## src/logic/aznable_settings.svh

```systemverilog
`ifndef AZNABLE_SETTINGS_SVH
`define AZNABLE_SETTINGS_SVH

// Memory-mapped input pages, selected by address bits [15:8]
`define PAGE_JOYSTICK		8'h81
`define PAGE_PADDLE			8'h84
`define PAGE_PS2_KEY		8'h86
`define PAGE_TIMESTAMP		8'h88

// Millisecond timer page, any write clears the count
`define PAGE_TIMER			8'h89

// System pause block 0x8A30 - 0x8A3F, selected by address bits [15:4]
`define PAUSE_BLOCK			12'h8A3

// Program ROM 0x0000 - 0x7FFF (32 KB)
`define ROM_WIDTH			15

// Work RAM 0xC000 - 0xFFFF (16 KB)
`define WKRAM_WIDTH			14

// Download index that targets the program ROM
`define DN_INDEX_PGROM		8'd0

// 24 MHz clock cycles in one millisecond
`define CYCLES_PER_MS		24000

`endif
```

## src/logic/aznable_pkg.sv

```systemverilog
`include "aznable_settings.svh"

package aznable_pkg;

	// Plain vectors with a meaning
	typedef logic [15:0]				bus_addr_t;
	typedef logic [7:0]					bus_data_t;
	typedef logic [`ROM_WIDTH-1:0]		rom_addr_t;
	typedef logic [`WKRAM_WIDTH-1:0]	wkram_addr_t;
	typedef logic [16:0]				dn_addr_t;
	typedef logic [15:0]				timer_t;

	// Wishbone classic request from the master
	typedef struct packed {
		logic		cyc;
		logic		stb;
		logic		we;
		bus_addr_t	adr;
		bus_data_t	dat_w;
	} wb_req_t;

	// ROM download stream, one byte per cycle with wr high
	typedef struct packed {
		logic		wr;
		logic [7:0]	index;
		dn_addr_t	addr;
		bus_data_t	data;
	} download_t;

	// Player inputs, least significant byte at byte index 0
	typedef struct packed {
		logic [191:0]	joystick;
		logic [47:0]	paddle;
		logic [10:0]	ps2_key;
		logic [32:0]	timestamp;
	} player_inputs_t;

	// One select per readable target
	typedef struct packed {
		logic	rom;
		logic	wkram;
		logic	joystick;
		logic	paddle;
		logic	ps2_key;
		logic	timestamp;
		logic	timer;
	} page_sel_t;

	typedef enum logic [0:0] {
		BUS_IDLE = 1'b0,
		BUS_ACK  = 1'b1
	} bus_state_t;

endpackage

```

## src/logic/bus_decoder.sv

```systemverilog
`timescale 1ns/1ps
`include "aznable_settings.svh"

module bus_decoder (
	input	logic					clk_24,
	input	logic					reset,
	input	aznable_pkg::wb_req_t	wb_req,
	input	logic					pause_system,
	output	logic					ack,
	output	aznable_pkg::bus_data_t	dat_r,
	output	aznable_pkg::page_sel_t	page_sel,
	output	logic					pause_wr,
	output	logic					timer_clear,
	output	logic					wkram_we,
	input	aznable_pkg::bus_data_t	port_data,
	input	aznable_pkg::bus_data_t	rom_data,
	input	aznable_pkg::bus_data_t	wkram_data
);
	import aznable_pkg::*;

	bus_state_t	state;
	page_sel_t	sel_q;
	bus_data_t	read_byte;
	logic [7:0]	page;
	logic		pause_cs;
	logic		port_hit;
	logic		accept;
	logic		write_acc;

	// Address decode
	assign page = wb_req.adr[15:8];
	always_comb
	begin
		page_sel.rom = ~wb_req.adr[15];
		page_sel.wkram = wb_req.adr[15:14] == 2'b11;
		page_sel.joystick = page == `PAGE_JOYSTICK;
		page_sel.paddle = page == `PAGE_PADDLE;
		page_sel.ps2_key = page == `PAGE_PS2_KEY;
		page_sel.timestamp = page == `PAGE_TIMESTAMP;
		page_sel.timer = page == `PAGE_TIMER;
	end
	assign pause_cs = wb_req.adr[15:4] == `PAUSE_BLOCK;

	// Ack still high means the master has not yet dropped stb
	assign accept = wb_req.cyc && wb_req.stb && state == BUS_IDLE && !ack && !pause_system;

	// Write strobes, acceptance cycle only. ROM is not writable from the bus
	assign write_acc = accept && wb_req.we;
	assign pause_wr = write_acc && pause_cs;
	assign timer_clear = write_acc && page_sel.timer;
	assign wkram_we = write_acc && page_sel.wkram;

	always_ff @(posedge clk_24)
	begin
		if (reset)
		begin
			state <= BUS_IDLE;
			ack <= 1'b0;
		end
		else
		begin
			ack <= 1'b0;
			case (state)
				BUS_IDLE:
				begin
					if (accept)
						state <= BUS_ACK;
				end
				BUS_ACK:
				begin
					ack <= 1'b1;
					state <= BUS_IDLE;
				end
				default:
				begin
					state <= BUS_IDLE;
				end
			endcase
		end
	end

	// Read mux, unmapped addresses give 0
	assign port_hit = sel_q.joystick | sel_q.paddle | sel_q.ps2_key |
		sel_q.timestamp | sel_q.timer;
	assign read_byte = sel_q.rom ? rom_data :
		sel_q.wkram ? wkram_data :
		port_hit ? port_data :
		8'h00;

	always_ff @(posedge clk_24)
	begin
		if (accept)
			sel_q <= page_sel;
		if (state == BUS_ACK)
			dat_r <= read_byte;
	end

	ack_single_pulse: assert property (@(posedge clk_24) disable iff (reset)
		ack |=> !ack);

	// A stalled bus never leaves idle
	stall_holds_idle: assert property (@(posedge clk_24) disable iff (reset)
		(state == BUS_IDLE && pause_system) |=> state == BUS_IDLE);

endmodule

```

## config.mk

```make
export PLATFORM = sky130hd
export DESIGN_NAME = bus_decoder
export DESIGN_NICKNAME = d
export VERILOG_FILES = /design/src/logic/aznable_pkg.sv /design/src/logic/bus_decoder.sv
export VERILOG_INCLUDE_DIRS = /design/src /design/src/logic
export SDC_FILE = /design/constraint.sdc
export NUM_CORES = 1
export LEC_CHECK = 0
export BUFFER_PORTS_ARGS = -buffer_cell sky130_fd_sc_hd__buf_2
export CAP_MARGIN = 20
export CORE_UTILIZATION = 36
export CTS_CLUSTER_SIZE = 16
export DETAILED_ROUTE_END_ITERATION = 16
export HOLD_SLACK_MARGIN = 0.12
export PLACE_DENSITY = 0.82
export SLEW_MARGIN = 20
export SYNTH_ARGS = -nofsm -noshare
export SYNTH_HDL_FRONTEND = slang
export SYNTH_SLANG_ARGS = --single-unit
```

## constraint.sdc

```tcl
create_clock -name clk_24 -period 1.7 [get_ports clk_24]
set_clock_uncertainty 0.15 [all_clocks]
set_input_delay 0.34 -clock clk_24 [delete_from_list [all_inputs] [get_ports clk_24]]
set_output_delay 0.34 -clock clk_24 [all_outputs]
set_load 0.005 [all_outputs]
```

==> results by group <==
Route
  • Drt initial violations: 15
  • Routed WL per cell: roughly 12 um
  • Final WL: 2170 um
  • Via density: around 5.0
  • Post-route DRC: 0
  • Final ANT Viol Nets: 0
  • First-pass iteration count of the detailed router: 2
  • Vias after detailed routing: approximately 870

Floorplanning
  • Row cnt: 16
  • Die Area: 2460 sq um
  • DIE HEIGHT: a little under 50 um
  • Die width: 49.6 um
  • Initial Util: roughly two fifths
  • Core area: between 2000 and 2500 sq um
  • I/O pins: 73

Worst setup path
  • FF-to-FF Start: sel_q[0]
  • WP data arrival: about 1400 ps
  • WP data required: 1210 ps
  • Critical path fanouts, max: 2
  • Crit Path Category: input pin to output pin
  • Startpoint Class: input pin
  • CP endpoint kind: output pin
  • Critical Path Source: wb_req[21]

Clocking
  • CTS sink cnt: 17
  • Clock latency at the later pin of the worst-skew pair: approximately 280 ps
  • Root buffer cell: clkbuf_4
  • Num CTS Buffers: 3
  • Htree depth: 1
  • Clock transition at the registers of the reported paths: about 90 ps
  • Clk buf depth: 2
  • CTS tree: yes

Finish
  • # nets final: roughly 200
  • Final Instance Area: around 1300 sq um
  • P&R area growth vs syn: 64.2%
  • Non-Filler Instances: 174
  • Final core utilization: between 60% and 70%
  • Share of layout cells above drive strength 1: between 60% and 70%
  • N_diodes: 0

Global route
  • First-pass GRT wire length: roughly 3500 um
  • Grt total ovfl: 0
  • Initial antenna violation count: 0
  • Vias in the first global route: 858
  • Pin count of the biggest net entering global routing: 11
  • GRT Total Usage: between 10% and 20%

Place
  • Placer Congestion: ~0.71
  • DPL Wire Length: roughly 1600 um
  • Placed cell areas: ~1200 sq um
  • Port bufs: 60
  • Cells after DPL: 164

Pwr
  • Psw: roughly 180 uW
  • P per Cell Area: between 500 and 600 nW/um^2
  • Flop pwr share: 59.1%
  • Internal power: about 620 uW
  • Static leakage: 0.000598 uW
  • Clk pwr share: between 20% and 30%
  • Sw Ratio: between 20 and 25%
  • Maximum vdd ir drop: between 0.4 and 0.5 mV
  • Comb pwr share: ~15%

Synth
  • Yosys warning total: 0
  • Synth area leader: edfxtp_1
  • Most frequent cells after synthesis: edfxtp_1, a22oi_1, nand2_1, nor2_1, o21ai_0
  • Count leader, synth: edfxtp_1
  • Synth top area share: 55.1%
  • Ys async rst share: 0%
  • Area contributors post-synth: edfxtp_1, a22oi_1, dfxtp_1
  • Syn Inst Count: between 70 and 80
  • Post-synth EDFFs: 15
  • Synth Net Count: 125
  • Avg Synthesized Cell Area: 11.5 sq um
  • Flops & latches, synth: 17
  • Post-synthesis sequential area ratio: between 60% and 70%
  • Mapped cell area: between 800 and 900 sq um
  • Synth unique cells: 25
  • Synth Flop Type: edfxtp_1

Worst hold path
  • Tightest Hold Check Type: input pin to register
  • Hold_sp: rom_data[0]

STA
  • Fin worst setup slack: -180 ps
  • Part of the cycle the worst path needs: 111%
  • Slew @ Worst Pin: between 300 and 400 ps
  • Final setup violation count: 8
  • WHS: between 150 and 200 ps
  • Fmax achieved: 532 MHz
  • Unrepaired setup endpoints after global routing: yes
  • Final hold viol count: 0
  • Crit path time final: 1880 ps
  • Max-slew headroom: 79.2%
  • Final max-slew violation count: 0

Outcome
  • Failing checks: negative setup slack
  • Status: complete, but fails checks

Run
  • Max Cap Violations: 0
==> state kept, by name, summed over array words and instances, names as in the netlist <==
name,count
ack,1
state,1
sel_q,7
dat_r,8
==> layout make-up <==
cell class | instances | area (sq um)
clock inverter | 1 | 5.00
fill | 177 | 701
multi-input combinational | 50 | 360
sequential | 17 | 492
timing repair buffer | 74 | 420
clock buffer | 3 | 22.5
tap | 27 | 33.8
inverter | 2 | 7.51
==> worst max-delay path, stage by stage <==
cell and delay [ps]:
buf_6 90, nor4b_4 290, or3b_4 450, nor2_4 90, buf_2 120
==> what timing repair did <==
item                                    CTS  global route
setup buffers                             5             0
endpoints found under the setup margin    8             9
hold buffers                              1             0
gates resized for setup                  10            10
endpoints found under the hold margin     2             0
pin swaps                                 9             4
==> cell usage in the layout (no fill, tap or decap), types with 3 or more instances in the layout <==
cell type  netlist  final
buf_2            0     58
edfxtp_1        15     15
buf_4            0     13
nand2_1          7      7
a22oi_1          7      7
o21ai_1          1      6
nor2_4           1      4
nor2b_1          4      4
nor3_2           0      3
clkbuf_4         0      3
==> cells by family (layout without fill, tap and decap cells) <==
family / after synthesis / count (layout) / share of synthesized area [%]
and+or+nand+nor: 34 / 34 / 25.7
DFF: 17 / 17 / 60.0
AOI/OAI and AO/OA: 16 / 16 / 12.4
buffers and inverters: 4 / 80 / 1.84
==> final timing paths <==
| path | end | slack [ps] | cells past startpoint |
|---|---|---|---|
| min | dat_r[0] | 190 | 3 |
| max reg2reg | dat_r[2] | 50 | 3 |
| max | page_sel[1] | -180 | 5 |
| min reg2reg | dat_r[0] | 490 | 1 |
==> power by group through the flow <==
stage	clock network, uW	logic [uW]	registers [uW]
2_1_floorplan	0	32.8	479
3_3_place_gp	0	99.6	478
3_5_place_dp	0	105	479
4_1_cts	216	115	469
5_1_grt	242	129	471
6_report	206	118	469
==> stage by stage <==
stage | TNS (ps) | power (uW) | setup WS, ps
floorplan | 0 | 512 | 77.1
global placement | -530 | 578 | -211
detailed placement | -830 | 584 | -231
CTS | -1080 | 800 | -189
global route | -1730 | 842 | -260
finish | -1140 | 794 | -180
==> routing by layer <==
layer	global-route usage (%)	part of all wire (%)	wire [um]	up-vias
met5	0	0	0	-
met1	18.6	38	827	390
met4	5.71	0.88	19	0
met3	4.01	9.2	199	2
met2	38.3	52	1120	60
li1	-	-	-	419
Power figures use the tool's default switching activity.
