==> config.mk <==
export PLATFORM = sky130hd
export DESIGN_NAME = ms_timer
export DESIGN_NICKNAME = d
export VERILOG_FILES = /design/src/logic/aznable_pkg.sv /design/src/logic/ms_timer.sv
export VERILOG_INCLUDE_DIRS = /design/src /design/src/logic
export SDC_FILE = /design/constraint.sdc
export NUM_CORES = 1
export LEC_CHECK = 0
export BUFFER_PORTS_ARGS = -buffer_cell sky130_fd_sc_hd__buf_2
export CAP_MARGIN = 20
export CELL_PAD_IN_SITES_DETAIL_PLACEMENT = 1
export CELL_PAD_IN_SITES_GLOBAL_PLACEMENT = 2
export CORE_UTILIZATION = 36
export CTS_CLUSTER_DIAMETER = 80
export CTS_CLUSTER_SIZE = 12
export DETAILED_ROUTE_END_ITERATION = 8
export PLACE_DENSITY = 0.92
export SYNTH_ARGS = -nofsm -noshare
export SYNTH_HDL_FRONTEND = slang
export SYNTH_SLANG_ARGS = --single-unit
==> constraint.sdc <==
create_clock -name clk_24 -period 6.15 [get_ports clk_24]
set_clock_uncertainty 0.1 [all_clocks]
set_input_delay 0.615 -clock clk_24 [delete_from_list [all_inputs] [get_ports clk_24]]
set_output_delay 0.615 -clock clk_24 [all_outputs]
set_load 0.05 [all_outputs]
==> src/logic/aznable_settings.svh <==
`ifndef AZNABLE_SETTINGS_SVH
`define AZNABLE_SETTINGS_SVH

// Memory-mapped input pages, selected by address bits [15:8]
`define PAGE_JOYSTICK		8'h81
`define PAGE_PADDLE			8'h84
`define PAGE_PS2_KEY		8'h86
`define PAGE_TIMESTAMP		8'h88

// Millisecond timer page, any write clears the count
`define PAGE_TIMER			8'h89

// System pause block 0x8A30 - 0x8A3F, selected by address bits [15:4]
`define PAUSE_BLOCK			12'h8A3

// Program ROM 0x0000 - 0x7FFF (32 KB)
`define ROM_WIDTH			15

// Work RAM 0xC000 - 0xFFFF (16 KB)
`define WKRAM_WIDTH			14

// Download index that targets the program ROM
`define DN_INDEX_PGROM		8'd0

// 24 MHz clock cycles in one millisecond
`define CYCLES_PER_MS		24000

`endif
==> src/logic/aznable_pkg.sv <==
`include "aznable_settings.svh"

package aznable_pkg;

	// Plain vectors with a meaning
	typedef logic [15:0]				bus_addr_t;
	typedef logic [7:0]					bus_data_t;
	typedef logic [`ROM_WIDTH-1:0]		rom_addr_t;
	typedef logic [`WKRAM_WIDTH-1:0]	wkram_addr_t;
	typedef logic [16:0]				dn_addr_t;
	typedef logic [15:0]				timer_t;

	// Wishbone classic request from the master
	typedef struct packed {
		logic		cyc;
		logic		stb;
		logic		we;
		bus_addr_t	adr;
		bus_data_t	dat_w;
	} wb_req_t;

	// ROM download stream, one byte per cycle with wr high
	typedef struct packed {
		logic		wr;
		logic [7:0]	index;
		dn_addr_t	addr;
		bus_data_t	data;
	} download_t;

	// Player inputs, least significant byte at byte index 0
	typedef struct packed {
		logic [191:0]	joystick;
		logic [47:0]	paddle;
		logic [10:0]	ps2_key;
		logic [32:0]	timestamp;
	} player_inputs_t;

	// One select per readable target
	typedef struct packed {
		logic	rom;
		logic	wkram;
		logic	joystick;
		logic	paddle;
		logic	ps2_key;
		logic	timestamp;
		logic	timer;
	} page_sel_t;

	typedef enum logic [0:0] {
		BUS_IDLE = 1'b0,
		BUS_ACK  = 1'b1
	} bus_state_t;

endpackage

==> src/logic/ms_timer.sv <==
`timescale 1ns/1ps
`include "aznable_settings.svh"

module ms_timer #(
	parameter int cycles_per_ms = `CYCLES_PER_MS
) (
	input	logic					clk_24,
	input	logic					reset,
	input	logic					clear,
	output	aznable_pkg::timer_t	count
);

	localparam int prescale_width = $clog2(cycles_per_ms);

	logic [prescale_width-1:0]	prescale;
	logic						ms_tick;

	assign ms_tick = prescale == prescale_width'(cycles_per_ms - 1);

	always_ff @(posedge clk_24)
	begin
		if (reset || clear)
		begin
			prescale <= '0;
			count <= '0;
		end
		else if (ms_tick)
		begin
			prescale <= '0;
			// Count wraps at 16 bits
			count <= count + 1'b1;
		end
		else
		begin
			prescale <= prescale + 1'b1;
		end
	end

endmodule

==> results.tsv, run 1 <==
metric	value	unit
status	finished clean	
met3 GRT Util	4.75	%
Post-Syn Area	1410	sq um
Initial Util	38.0	%
total power	0.362	mW
area grow syn2layout	14.2	%
final hold violations	0	
Post-synth EDFFs	0	
drt drc	0	
Yosys Warn Count	0	
maximum clock path buffer count	2	
Max-Cap Viols	0	
Worst R2R Setup Slack	3.70	ns
commonest non-fill, non-tap cell in the layout	dfxtp_1	
prevailing post-synth register cell	dfxtp_1	
Seq/Total Area, Yosys	43.9	%
Core Rows	22	
cts bufs inserted	5	
Core Area	3720	sq um
die width	64.7	microns
first-pass GRT wire length	6130	microns
hold buffer count at cts	0	
largest net degree at the start of global routing	33	
Port Buffers	18	
vias per cell	5.52	
Distinct cells, synth	26	
Layout Nets	192	
Clk Latency, worst-skew pair	0.28	ns
syn_nets	175	
Die H	64.7	microns
H-tree lvl count	2	
antenna violations before repair	0	
GRT overflow	0	
Top Usage Layer GRT	met2	
I/O pins	19	
CTS Sinks	31	
worst-margin pin slew	0.432	ns
met1 Track Usage GR	22.1	%
DIE AREA	4180	sq um
Peak VDD IR	0.151	mV
crit path max fanout	32	
Crit path largest cell delay	0.70	ns
multi-input combinational cell area	748	sq um
Top delay family on crit path	simple AND/OR/NAND/NOR gates	
commonest cells after routing, fill and taps aside	dfxtp_1 (31), nor2_1 (20), buf_2 (18), a21oi_1 (14)	
Post-CTS Resized	0	
vias in the first global route	1331	
GRT met2 Usage	34.2	%
Slew Viols, Final	0	
adder-cell share of the synthesized area	1.77	%
# diodes	0	
Sequential cell area	621	sq um
CP cell instances	or4b_1 -> or4_4 -> or4_1 -> a21oi_1	
clock-pin slew on the worst setup and hold paths	0.07	ns
dpl ws	3.74	ns
Power Density	224	nW/um^2
Final GP Congestion	0.812	
largest family of logic cells by synthesized area	simple AND/OR/NAND/NOR gates	
Crit path required time	6.26	ns
HP Class	flip-flop to flip-flop	
critical path arrival	2.57	ns
Period minus WS final	2.45	ns
Startpoint Class	flip-flop	
final worst-path setup slack	3.70	ns
routed len/inst	15.4	microns
DR vias	1302	
share of post-route cells with drive strength above 1	14.9	%
ys async rst share	0	%
# setup viols final	0	
Post-Synth Simple-Gate Area	31.7	%
post-synthesis cell count	170	
total iterations of the first detailed-routing run	4	
proportion of synthesized area in mux cells	0.708	%
post-route setup TNS	0	ns
CTS tree	built	
leakage power	0.527	nW
post-synthesis register bit count	31	
Syn Area/Cell	8.32	sq um
GRT Util Overall	19.6	%
Crit-path slowest cell	or4_4	
Crit Path Class	flip-flop to flip-flop	
Antenna Nets Post-Route	0	
post-synthesis xor/xnor area fraction	8.67	%
Setup Fix Bufs, Post-CTS	0	
unrepaired setup endpoints after global routing	false	
worst path buffer plus inverter count	0	
fillcell total	464	
initial DRC count	39	
Rel. slew slack	71.1	%
CP Capture Type	flip-flop	
dpl hpwl	2550	microns
compound-gate portion of the synthesized area	10.1	%
final wirelength	3640	microns
clock root buffer	clkbuf_8	
fmax	408	MHz
Tcrit/Tclk final	39.9	%
## registers in the layout, indices dropped and copies added (netlist names)
name,count
count,16
prescale,15
## cell families (layout without fill, tap and decap cells)
| kind of cell | Yosys count | count (layout) |
|---|---|---|
| XOR/XNOR | 14 | 14 |
| flip-flops | 31 | 31 |
| AO/OA/AOI/OAI | 28 | 28 |
| buffers and inverters | 11 | 29 |
| AND/OR/NAND/NOR | 83 | 83 |
| adder cells (fa/ha/maj) | 2 | 2 |
| multiplexers | 1 | 1 |
## worst paths after layout
path / end / start / depth (start not counted)
max: count[13]$_SDFFE_PP0N_ / prescale[6]$_SDFF_PP0_ / 4
min reg2reg: prescale[0]$_SDFF_PP0_ / prescale[0]$_SDFF_PP0_ / 1
max reg2reg: count[13]$_SDFFE_PP0N_ / prescale[6]$_SDFF_PP0_ / 4
min: prescale[0]$_SDFF_PP0_ / prescale[0]$_SDFF_PP0_ / 1
## per-stage QoR
stage               utilization [%]  hold WS, ns  area [sq um]  cells
detailed placement             41.2        0.339          1530    228
finish                         43.4        0.371          1610    236
global route                   43.4        0.385          1610    236
CTS                            43.4        0.377          1610    236
floorplan                         -        0.318          1410    170
global placement               41.2        0.327          1530    228
## per-layer routing
layer	wire length, microns	share of wire (%)
met4	62	1.7
met5	0	0
met2	1800	49
met3	114	3.1
met1	1660	46
## layout make-up
cell class                      instances  share of cell area [%]
Multi-Input combinational cell        128                    46.4
Inverter                                3                   0.698
Timing Repair Buffer                   18                    5.58
Tap cell                               48                    3.72
Clock inverter                          3                   0.930
Sequential cell                        31                    38.4
Clock buffer                            5                    4.26
## power breakdown
part           total, mW  leakage [nW]  switching (mW)  internal, mW
clock              0.155        0.0477          0.0778        0.0773
combinational    0.00519         0.229         0.00392       0.00127
sequential         0.202         0.250        0.000504         0.201
total              0.362         0.527          0.0823         0.280
## Yosys cell counts, types with 4 or more instances
library cell | n | share of area [%]
o21ai_0 | 13 | 4.6
nor4_1 | 4 | 1.8
dfxtp_1 | 31 | 44
clkbuf_1 | 5 | 1.3
nor2_1 | 20 | 5.3
nand3_1 | 12 | 4.2
or3_1 | 13 | 5.8
nand4_1 | 11 | 4.9
nand2_1 | 8 | 2.1
a21oi_1 | 14 | 5.0
xnor2_1 | 11 | 6.8
Note: power is estimated with default switching activity, not from simulation.
==> run 2, diff against run 1 <==
- CORE_UTILIZATION: 36 -> 33
- PLACE_DENSITY: 0.92 -> 0.86
- clock period: 6.15 -> 2.4 ns (I/O delays scaled with it)
==> results.tsv, run 2 (synthesis gave the netlist of run 1 again) <==
metric	value	unit	change
max reg flops	16		unchanged
H-tree lvl count	2		unchanged
Crit path largest cell delay	0.61	ns	-0.09 ns
fmax	426	MHz	+4.5%
sw power	0.202	mW	+150%
Clk Latency, worst-skew pair	0.28	ns	about the same
CTS Sinks	31		unchanged
Crit path required time	2.51	ns	-3.75 ns
unrepaired setup endpoints after global routing	false		
HP Class	primary input to flip-flop		
Slew Viols, Final	0		unchanged
Max-Cap Viols	0		unchanged
Layout Nets	197		+2.6%
leakage power	0.544	nW	+3.3%
Period minus WS final	2.35	ns	-0.105 ns
GRT met2 Usage	29.3	%	-5.0 points
CP cell instances	or4b_1 -> or4_4 -> buf_8 -> or3_1 -> a21oi_1		
met1 Track Usage GR	22.7	%	+0.55 points
vias in the first global route	1270		-4.6%
Crit-path slowest cell	or4_4		
CTS tree	built		
routed len/inst	15.3	microns	-0.88%
CP Capture Type	flip-flop		
crit path max fanout	15		-53%
antenna violations before repair	0		unchanged
# setup viols final	0		unchanged
# diodes	0		unchanged
Die H	67.5	microns	+4.3%
Worst R2R Setup Slack	0.05	ns	-3.64 ns
Non-Filler Instances	243		+3.0%
I/O pins	19		unchanged
power share of the combinational group	1.5	%	about the same
first-pass GRT wire length	5980	microns	-2.5%
Crit Path Class	flip-flop to flip-flop		
worst-margin pin slew	0.413	ns	-0.0188 ns
Peak VDD IR	0.257	mV	+70%
clock-pin slew on the worst setup and hold paths	0.07	ns	about the same
final wirelength	3710	microns	+2.1%
Top Usage Layer GRT	met2		
largest net degree at the start of global routing	18		-45%
vias per cell	5.57		+1.0%
DR vias	1354		+4.0%
Clk network pwr share	42.6	%	-0.2 points
Most flops, register	count		
share of post-route cells with drive strength above 1	17.6	%	+2.7 points
GRT Util Overall	17.8	%	-1.8 points
dpl hpwl	2670	microns	+4.5%
post-route setup TNS	0	ns	unchanged
critical path arrival	2.45	ns	-0.12 ns
Tcrit/Tclk final	97.9	%	+58 points
Switching Share	21.9	%	-0.83 points
Startpoint Class	flip-flop		
status	finished clean		
DIE AREA	4550	sq um	+8.8%
commonest non-fill, non-tap cell in the layout	dfxtp_1		
clock root buffer	clkbuf_8		
die width	67.5	microns	+4.3%
Port Buffers	18		unchanged
Final GP Congestion	0.783		-3.5%
fillcell total	508		+9.5%
cts bufs inserted	5		unchanged
initial DRC count	52		+33%
largest registers	count (16), prescale (15)		
commonest cells after routing, fill and taps aside	dfxtp_1 (30), nor2_1 (20), buf_2 (18), o21ai_0 (13), or3_1 (13)		
Rel. slew slack	72.4	%	+1.3 points
Power Density	554	nW/um^2	+150%
placed cells	233		+2.2%
total iterations of the first detailed-routing run	4		unchanged
Core Area	4060	sq um	+9.2%
final hold violations	0		unchanged
final instance area	1670	sq um	+3.4%
maximum clock path buffer count	2		unchanged
met3 GRT Util	4.56	%	-0.19 points
Worst Hold Path Cells	3		+2
Antenna Nets Post-Route	0		unchanged
sequential power share	55.9	%	+0.2 points
area grow syn2layout	18.1	%	
placed inst area	1560	sq um	+1.6%
drt drc	0		unchanged
Internal	0.722	mW	+160%
GRT overflow	0		unchanged
R2R depth	5		+1
Core Rows	23		+4.5%
Initial Util	34.8	%	-3.2 points
run 2: final cells by class:
class | count | area, sq um | area share (%)
clock inverters | 1 | 5.00 | 0.300
repair buffers | 22 | 128 | 7.65
inverters | 3 | 11.3 | 0.675
clock buffers | 7 | 76.3 | 4.57
well taps | 50 | 62.6 | 3.75
flip-flops and latches | 31 | 622 | 37.3
multi-input cells | 129 | 764 | 45.8
run 2: routing by layer:
metal	wire [microns]	share of wire [%]
met4	42	1.1
met2	1860	50
met1	1690	46
met5	0	0
met3	124	3.3
run 2: path summary, 6_finish.rpt:
check                         start                     end
min reg2reg  prescale[0]$_SDFF_PP0_  prescale[0]$_SDFF_PP0_
min                           reset  prescale[1]$_SDFF_PP0_
max          prescale[9]$_SDFF_PP0_   count[5]$_SDFFE_PP0N_
max reg2reg  prescale[9]$_SDFF_PP0_   count[5]$_SDFFE_PP0N_
run 2: what timing repair did:
item                       CTS  global route
setup endpoints to repair    0             6
gates resized for setup      0             5
hold buffers                 0             0
buffers inserted             0             1
run 2: worst max-delay path, delay by kind of cell (launching register included):
family          cells  cell delay (ns)
compound gates      1             0.17
buf+inv             1             0.17
flops               1             0.33
simple gates        3             1.50
run 2: stage by stage:
step | power (mW) | utilization, % | worst slack, ns | hold WS (ns)
2_1_floorplan | 0.538 | - | 0.230 | 0.318
3_3_place_gp | 0.542 | 38.3 | 0.126 | 0.329
3_5_place_dp | 0.542 | 38.3 | 0.0426 | 0.340
4_1_cts | 0.933 | 40.3 | 0.0284 | 0.196
5_1_grt | 0.962 | 41.1 | 0.00427 | 0.198
6_report | 0.925 | 41.1 | 0.0515 | 0.202
run 2: power by group through the flow:
stage | combinational, mW | sequential, mW | clock, mW
floorplan | 0.00946 | 0.528 | 0
detailed placement | 0.0135 | 0.529 | 0
global placement | 0.0132 | 0.529 | 0
global route | 0.0152 | 0.517 | 0.429
CTS | 0.0135 | 0.517 | 0.402
finish | 0.0135 | 0.517 | 0.394
