**src/logic/aznable_settings.svh**
```systemverilog
`ifndef AZNABLE_SETTINGS_SVH
`define AZNABLE_SETTINGS_SVH

// Memory-mapped input pages, selected by address bits [15:8]
`define PAGE_JOYSTICK		8'h81
`define PAGE_PADDLE			8'h84
`define PAGE_PS2_KEY		8'h86
`define PAGE_TIMESTAMP		8'h88

// Millisecond timer page, any write clears the count
`define PAGE_TIMER			8'h89

// System pause block 0x8A30 - 0x8A3F, selected by address bits [15:4]
`define PAUSE_BLOCK			12'h8A3

// Program ROM 0x0000 - 0x7FFF (32 KB)
`define ROM_WIDTH			15

// Work RAM 0xC000 - 0xFFFF (16 KB)
`define WKRAM_WIDTH			14

// Download index that targets the program ROM
`define DN_INDEX_PGROM		8'd0

// 24 MHz clock cycles in one millisecond
`define CYCLES_PER_MS		24000

`endif
```
**src/logic/aznable_pkg.sv**
```systemverilog
`include "aznable_settings.svh"

package aznable_pkg;

	// Plain vectors with a meaning
	typedef logic [15:0]				bus_addr_t;
	typedef logic [7:0]					bus_data_t;
	typedef logic [`ROM_WIDTH-1:0]		rom_addr_t;
	typedef logic [`WKRAM_WIDTH-1:0]	wkram_addr_t;
	typedef logic [16:0]				dn_addr_t;
	typedef logic [15:0]				timer_t;

	// Wishbone classic request from the master
	typedef struct packed {
		logic		cyc;
		logic		stb;
		logic		we;
		bus_addr_t	adr;
		bus_data_t	dat_w;
	} wb_req_t;

	// ROM download stream, one byte per cycle with wr high
	typedef struct packed {
		logic		wr;
		logic [7:0]	index;
		dn_addr_t	addr;
		bus_data_t	data;
	} download_t;

	// Player inputs, least significant byte at byte index 0
	typedef struct packed {
		logic [191:0]	joystick;
		logic [47:0]	paddle;
		logic [10:0]	ps2_key;
		logic [32:0]	timestamp;
	} player_inputs_t;

	// One select per readable target
	typedef struct packed {
		logic	rom;
		logic	wkram;
		logic	joystick;
		logic	paddle;
		logic	ps2_key;
		logic	timestamp;
		logic	timer;
	} page_sel_t;

	typedef enum logic [0:0] {
		BUS_IDLE = 1'b0,
		BUS_ACK  = 1'b1
	} bus_state_t;

endpackage

```
**src/logic/input_ports.sv**
```systemverilog
`timescale 1ns/1ps

module input_ports (
	input	aznable_pkg::player_inputs_t	inputs,
	input	aznable_pkg::timer_t			timer,
	input	aznable_pkg::page_sel_t			page_sel,
	input	aznable_pkg::bus_data_t			byte_index,
	output	aznable_pkg::bus_data_t			port_data
);
	import aznable_pkg::*;

	// Readable bytes per page, partial top bytes are zero-padded
	localparam int joystick_bytes = ($bits(inputs.joystick) + 7) / 8;
	localparam int paddle_bytes = ($bits(inputs.paddle) + 7) / 8;
	localparam int ps2_key_bytes = ($bits(inputs.ps2_key) + 7) / 8;
	localparam int timestamp_bytes = ($bits(inputs.timestamp) + 7) / 8;
	localparam int timer_bytes = ($bits(timer) + 7) / 8;

	// Byte idx of vec, or 0 past the last byte
	function automatic bus_data_t pick_byte(
		input logic [255:0]	vec,
		input int			nbytes,
		input bus_data_t	idx
	);
		bus_data_t	picked;
		picked = vec[{idx[4:0], 3'b000} +: 8];
		if (idx >= nbytes)
			picked = 8'h00;
		return picked;
	endfunction

	always_comb
	begin
		port_data = 8'h00;
		if (page_sel.joystick)
		begin
			port_data = pick_byte(256'(inputs.joystick), joystick_bytes, byte_index);
		end
		else if (page_sel.paddle)
		begin
			port_data = pick_byte(256'(inputs.paddle), paddle_bytes, byte_index);
		end
		else if (page_sel.ps2_key)
		begin
			port_data = pick_byte(256'(inputs.ps2_key), ps2_key_bytes, byte_index);
		end
		else if (page_sel.timestamp)
		begin
			port_data = pick_byte(256'(inputs.timestamp), timestamp_bytes, byte_index);
		end
		else if (page_sel.timer)
		begin
			port_data = pick_byte(256'(timer), timer_bytes, byte_index);
		end
	end

endmodule

```
**config.mk**
```make
export PLATFORM = sky130hd
export DESIGN_NAME = input_ports
export DESIGN_NICKNAME = d
export VERILOG_FILES = /design/src/logic/aznable_pkg.sv /design/src/logic/input_ports.sv
export VERILOG_INCLUDE_DIRS = /design/src /design/src/logic
export SDC_FILE = /design/constraint.sdc
export NUM_CORES = 1
export LEC_CHECK = 0
export BUFFER_PORTS_ARGS = -buffer_cell sky130_fd_sc_hd__clkbuf_2
export CAP_MARGIN = 20
export CORE_AREA = 2 2 126 128
export DETAILED_ROUTE_END_ITERATION = 16
export DIE_AREA = 0 0 128 130
export PLACE_DENSITY = 0.53
export SYNTH_ARGS = -nofsm -noshare
export SYNTH_HDL_FRONTEND = slang
export SYNTH_SLANG_ARGS = --single-unit
```
**constraint.sdc**
```tcl
create_clock -name vclk -period 2.5
set_input_delay 0.5 -clock vclk [all_inputs]
set_output_delay 0.5 -clock vclk [all_outputs]
set_load 0.05 [all_outputs]
```
==> metrics list, run 1 <==
* Run status: finished with violations
- Failing checks: setup timing
- Critical setup path kind: input port to output port
- Critical path's slowest cell: mux4_2
- Weighted congestion reported at the end of routability-driven placement: 0.779
- The worst hold path was traced through 4 stages.
- Ranking of synthesized cells by area: mux4_2, mux2i_1, mux2_2, o22ai_1, a21oi_1
* Largest net degree at the start of global routing: 18
- Final number of max-transition violations: 0
- mux4_2 is the most common cell in the netlist.
* Power density cells: 150 nW/µm²
- Using the TritonRoute via totals, the vias-per-cell ratio works out to 4.80.
- IR Drop Worst-Case VDD: 0.0653 mV
* Crit path capture type: output port
- Per-cell routed wire length: 19.1 µm
- Post-synth design cell area: 2720 µm²
* Hold buffer count at cts: 0
* Net Count, Synth: 607
- The initial antenna violation count is 1.
* Synth Warn #: 0
- Hold_sp: page_sel[4]
- Total wire length after detailed routing: 16600 µm
- Peak per-stage delay on the critical path: 470 ps
* Final hold viol count: 0
- Largest area contributor in the synthesized netlist: mux4_2
* Antenna Diode Count: 0
- Floorplan core area: 15400 µm²
- Via count of the first global-routing pass: 4319
* Worst Setup Slack post-DPL: -424 ps
- Final Setup Violations: 8
- Residual DRC count: 0
* Multi-input gate area in the final layout: 2810 µm²
- Number of clock-tree buffers in the layout: 0
* HPWL after DPL: 14200 µm
* Required time of the critical path: 2000 ps
- There are 0 flip-flops and latches.
- The share of the Yosys chip area taken by registers is 0.
- Global-route wire length before repair: 24000 µm
- In this run, distinct cell masters in the synthesized netlist total 47.
- The signal on the critical path passes through buf_16 -> buf_4 -> mux4_2 -> mux2i_1 -> o22ai_1 -> a2111oi_4 -> buf_4 -> o31ai_4 -> clkbuf_8.
- Synth Area per Inst: 9.32 µm²
- Share of final-layout standard cells stronger than drive strength 1: 0.787
- Min-Delay Path Class: input port to output port
- Along the worst path, the maximum fanout reaches 5.
* Die width: 128 µm
- Layout area overhead: 114%
- Setup crit start: byte_index[0]
- For this configuration, the core starts out at a cell density of 0.176.
* Number of instances in the synthesized netlist: 292
* Top-area cell type share of the netlist area: 0.397
- Fin crit period: 2620 ps
* All-layer global routing usage: 0.188
- After the last flow step, the layout net total stands at 994.
- Remaining max-slew budget at the tightest pin: 0.774
- Transition at the pin with the smallest max-transition slack: 337 ps
* Setup repair after global routing missed its margin: yes
- During placement, the flow inserted port buffers numbering 321.
- Once detail routing completed, the nets flagged for antenna violations numbered 0.
- The cell that appears most often on the critical path is buf_4.
- After layout, the worst setup slack is -125 ps.
- Data arrives at the worst endpoint at 2120 ps.
- Fin Setup TNS: -689 ps
* Seq. cell area: 0 µm²
- Final Hold Slack: 1490 ps
* Achievable clock frequency: 0.381 GHz
* Die Y: 130 µm
* Total chip power: 0.000871 W
- Fillers: 1635
- Post-route core utilization: 0.377
- Worst Setup Start Kind: input port
- Final period util: 1.05
- Number of optimization iterations in the first detailed-route pass: 4
- Number of max-cap violations: 0
- Leakage power total: 2.84 nW
- Die area: 16600 µm²
- Aggregate global routing overflow: 0
- Most used standard cells in the synthesized netlist: mux4_2, mux2i_1, nand2_1
* Number of cell rows: 46
* Count of boundary I/O pins: 323
- The path with the worst hold slack has its endpoint at port_data[2].
- Across all layers, the routed design uses 4172 vias.
* Number of DRC markers after the initial detailed-route iteration: 139
-- per-stage QoR --
stage / cell area, µm² / instances
floorplan: 2840 / 292
global placement: 5210 / 851
detailed placement: 5210 / 851
CTS: 5650 / 860
global route: 5820 / 869
finish: 5820 / 869
-- critical path: cells and delay by family --
family,cells,cell delay [ps]
mux,2,640
compound gates,3,390
buf+inv,4,580
-- cell usage in the layout (no fill, tap or decap), types with 6 or more instances in the layout --
cell type / netlist / final
o22ai_1: 16 / 13
buf_4: 7 / 72
mux4_2: 48 / 48
inv_1: 9 / 7
a21oi_1: 19 / 13
clkbuf_2: 0 / 310
mux2i_1: 27 / 26
a21oi_2: 0 / 6
buf_12: 0 / 13
nand2_1: 25 / 19
nor2_1: 10 / 9
buf_8: 0 / 7
nand2_2: 0 / 6
o21ai_0: 14 / 13
mux2_2: 15 / 14
-- report_power, final --
part           switching, W  internal [W]  total [W]  leakage, nW
registers                 0             0          0            0
logic              0.000347      0.000525   0.000871         2.84
clock network             0             0          0            0
-- final cells by class --
class,instances,area share
Multi-Input combinational cell,251,0.483
Timing Repair Buffer,416,0.469
Tap cell,192,0.0413
Inverter,10,0.00645
-- how the worst max path moves through the flow --
stage,endpoint,depth (start not counted)
4_1_cts,port_data[6],9
5_1_grt,port_data[6],10
6_report,port_data[6],9
2_1_floorplan,port_data[0],8
3_3_place_gp,port_data[5],9
3_5_place_dp,port_data[5],9
-- logic make-up after synthesis --
| family | synth area share |
|---|---|
| buffers and inverters | 0.0754 |
| multiplexers | 0.559 |
| AO/OA/AOI/OAI | 0.226 |
| AND/OR/NAND/NOR | 0.140 |
-- repair_timing --
item	in CTS	in global routing
pin swaps	10	13
setup endpoints to repair	8	8
gates cloned	4	1
gates resized for setup	64	23
buffers inserted	5	8
-- per-layer routing --
layer / global-route usage / part of all wire / vias to the layer above
met3: 0.0193 / 0.061 / 12
met2: 0.361 / 0.53 / 196
met1: 0.236 / 0.40 / 1951
met4: 0.0149 / 0.0088 / 2
met5: 0 / 0.00072 / -
li1: - / - / 2011
Power figures use the tool's default switching activity.
==> run 2: changes to the inputs <==
==> constraint.sdc (replaced) <==
create_clock -name vclk -period 2.6
set_input_delay 0.52 -clock vclk [all_inputs]
set_output_delay 0.52 -clock vclk [all_outputs]
set_load 0.05 [all_outputs]
==> run 2 against run 1 <==
The flow still finishes with violations (setup timing). Final area down 5.1%. Die area unchanged. Combinational power down 8.7%. Via count down 2.1%. Final cell count down 2.5%. Sequential cell count unchanged. Critical path type unchanged.
==> metrics list, run 2 (synthesized netlist as in run 1, its figures left out) <==
* Relative contribution of the clock network to total power: 0 (unchanged)
* Seq. cell area: 0 µm² (unchanged)
- Number of max-cap violations: 0 (unchanged)
* Global-route layer with the greatest usage: met2
- The worst hold path terminates at port_data[2].
* Transition at the pin with the smallest max-transition slack: 441 ps (+104 ps)
* Setup repair after global routing missed its margin: yes
- Worst Setup Start Kind: input port
* Vias per std cell: 4.82 (+0.48%)
- Compared with the post-synthesis result, the final layout area differs by 103%.
* Port buffer count: 321 (unchanged)
- The highest net fanout along the worst path came to 6 (+1).
* Leading cell types in the layout, fill and taps excluded: clkbuf_2, buf_4, mux4_2, mux2i_1, nand2_1
- Internal power summed over all cells: 0.000477 W (-9.1%)
- The total half-perimeter wirelength after legalization and detailed placement is 14000 µm (-1.1%).
* Crit path capture type: output port
- The effective utilization at floorplan is 0.176 (unchanged).
- The areal power density over the cells was 144 nW/µm² (-3.8%).
- The number of sequential storage elements came to 0 (unchanged).
- Critical setup path kind: input port to output port
- Leakage power total: 2.69 nW (-5.0%)
- The per-cell routed wire length is 19.0 µm (-0.52%).
* Antenna Diode Count: 0 (unchanged)
* Die area: 16600 µm² (unchanged)
* Nets@finish: 972 (-2.2%)
- The total congestion overflow is 0 (unchanged).
- The final hold slack is 1540 ps (+47.2 ps).
- Based on the critical path, the design can be clocked at up to 0.365 GHz.
- Most common cell after layout, fill and taps aside: clkbuf_2
* Fin crit period: 2740 ps
- The count of endpoints failing hold in the final timing report came to 0 (unchanged).
- The combinational group share of total power is 1.000 (about the same).
- Vias: 4086 (-2.1%)
- Hold_sp: page_sel[4]
- Final number of max-transition violations: 0 (unchanged)
* Share of final-layout standard cells stronger than drive strength 1: 0.756 (-0.0316)
* Required time of the critical path: 2080 ps (+80 ps)
- The number of DRC violations after detailed-routing iteration 0 is 138 (-0.72%).
* Via count of the first global-routing pass: 4148 (-4.0%)
- The net load switching power came to 0.000318 W (-8.1%).
- Remaining max-slew budget at the tightest pin: 0.706 (-0.0675)
- Worst Setup Slack post-DPL: -398 ps (+25.9 ps)
- Number of clock-tree buffers in the layout: 0 (unchanged)
* Run status: finished with violations
- The count of nets left with antenna violations after detail routing came to 0 (unchanged).
- Fraction of power consumed by sequential logic: 0 (unchanged)
- Final period util: 1.05
* Min-Delay Path Class: input port to output port
- The switching share of power was 0.400 (+0.00254).
- Weighted congestion reported at the end of routability-driven placement: 0.781 (+0.24%)
- The worst-case vdd ir drop was 0.0641 mV (-1.8%).
- Met1 Use GR: 0.223 (-0.0133)
* Number of optimization iterations in the first detailed-route pass: 4 (unchanged)
- The horizontal die dimension was 128 µm (unchanged).
- Post-route core utilization: 0.358 (-0.0191)
* Failing checks: setup timing
* Critical Path AT: 2220 ps (+100 ps)
- Number of antenna violations at the first check in global routing: 0 (-1)
- Total chip power: 0.000795 W (-8.7%)
- Count of boundary I/O pins: 323 (unchanged)
- Fillers: 1635 (unchanged)
- Total wire length after detailed routing: 16100 µm (-3.0%)
- Met3 global-route usage: 0.0197 (+0.000410)
- The global-route wire length before repair came to 23100 µm (-3.9%).
- GRT met2 Usage: 0.362 (+0.00157)
- Residual DRC count: 0 (unchanged)
* Number of cells on the worst hold path: 4 (unchanged)
- The site row count is 46 (unchanged).
- The number of setup violations in the final report came to 8 (unchanged).
- Largest net degree at the start of global routing: 24 (+6)
* Setup crit start: byte_index[0]
- The combined global-route utilization of all metal layers was 0.182 (-0.00555).
- Worst setup slack after layout: -137 ps (-12.1 ps)
* Floorplan core area: 15400 µm² (unchanged)
- The die outline height came to 130 µm (unchanged).
==> run 2: worst max-delay path, cell delays in order <==
cell	delay (ps)
buf_16	120
buf_12	120
mux4_2	500
mux2i_2	200
o22ai_2	110
a2111oi_4	210
buf_4	190
o31ai_4	70
buf_8	160
==> run 2: final cells by class <==
type	instances	area (µm²)	area share
Timing Repair Buffer	394	2510	0.455
Tap cell	192	240	0.0435
Inverter	10	37.5	0.00679
Multi-Input combinational cell	251	2740	0.495
==> run 2: power groups by stage <==
stage | Sequential [W] | Combinational [W] | Clock, W
after floorplan | 0 | 0.000356 | 0
after global placement | 0 | 0.000722 | 0
after detailed placement | 0 | 0.000729 | 0
after CTS | 0 | 0.000786 | 0
after global routing | 0 | 0.000863 | 0
final | 0 | 0.000795 | 0
==> run 2: metal layers <==
| metal | part of all wire | vias to the layer above |
|---|---|---|
| met1 | 0.40 | 1910 |
| met3 | 0.069 | 2 |
| met5 | 0 | - |
| li1 | - | 1965 |
| met2 | 0.53 | 209 |
| met4 | 0.0011 | 0 |
==> run 2: worst max path at each step <==
stage | to | slack (ps) | cells after the start
after CTS | port_data[6] | -190 | 9
after global routing | port_data[6] | -220 | 9
final | port_data[6] | -140 | 9
after floorplan | port_data[0] | -50 | 8
after global placement | port_data[0] | -350 | 8
after detailed placement | port_data[5] | -400 | 9
==> run 2: repair_timing <==
action                     4_1_cts  5_1_grt
hold endpoints to repair         0        0
setup endpoints to repair        8        8
pin swaps                        7       15
cloned                           3        0
setup buffers                    3        6
resized for setup               49       29
hold buffers                     0        0
==> run 2: through the flow <==
stage,setup TNS (ps),area [µm²],cells
floorplan,-139,2840,292
global placement,-2350,5060,836
detailed placement,-2540,5060,836
CTS,-984,5380,842
global route,-1250,5530,847
finish,-576,5530,847
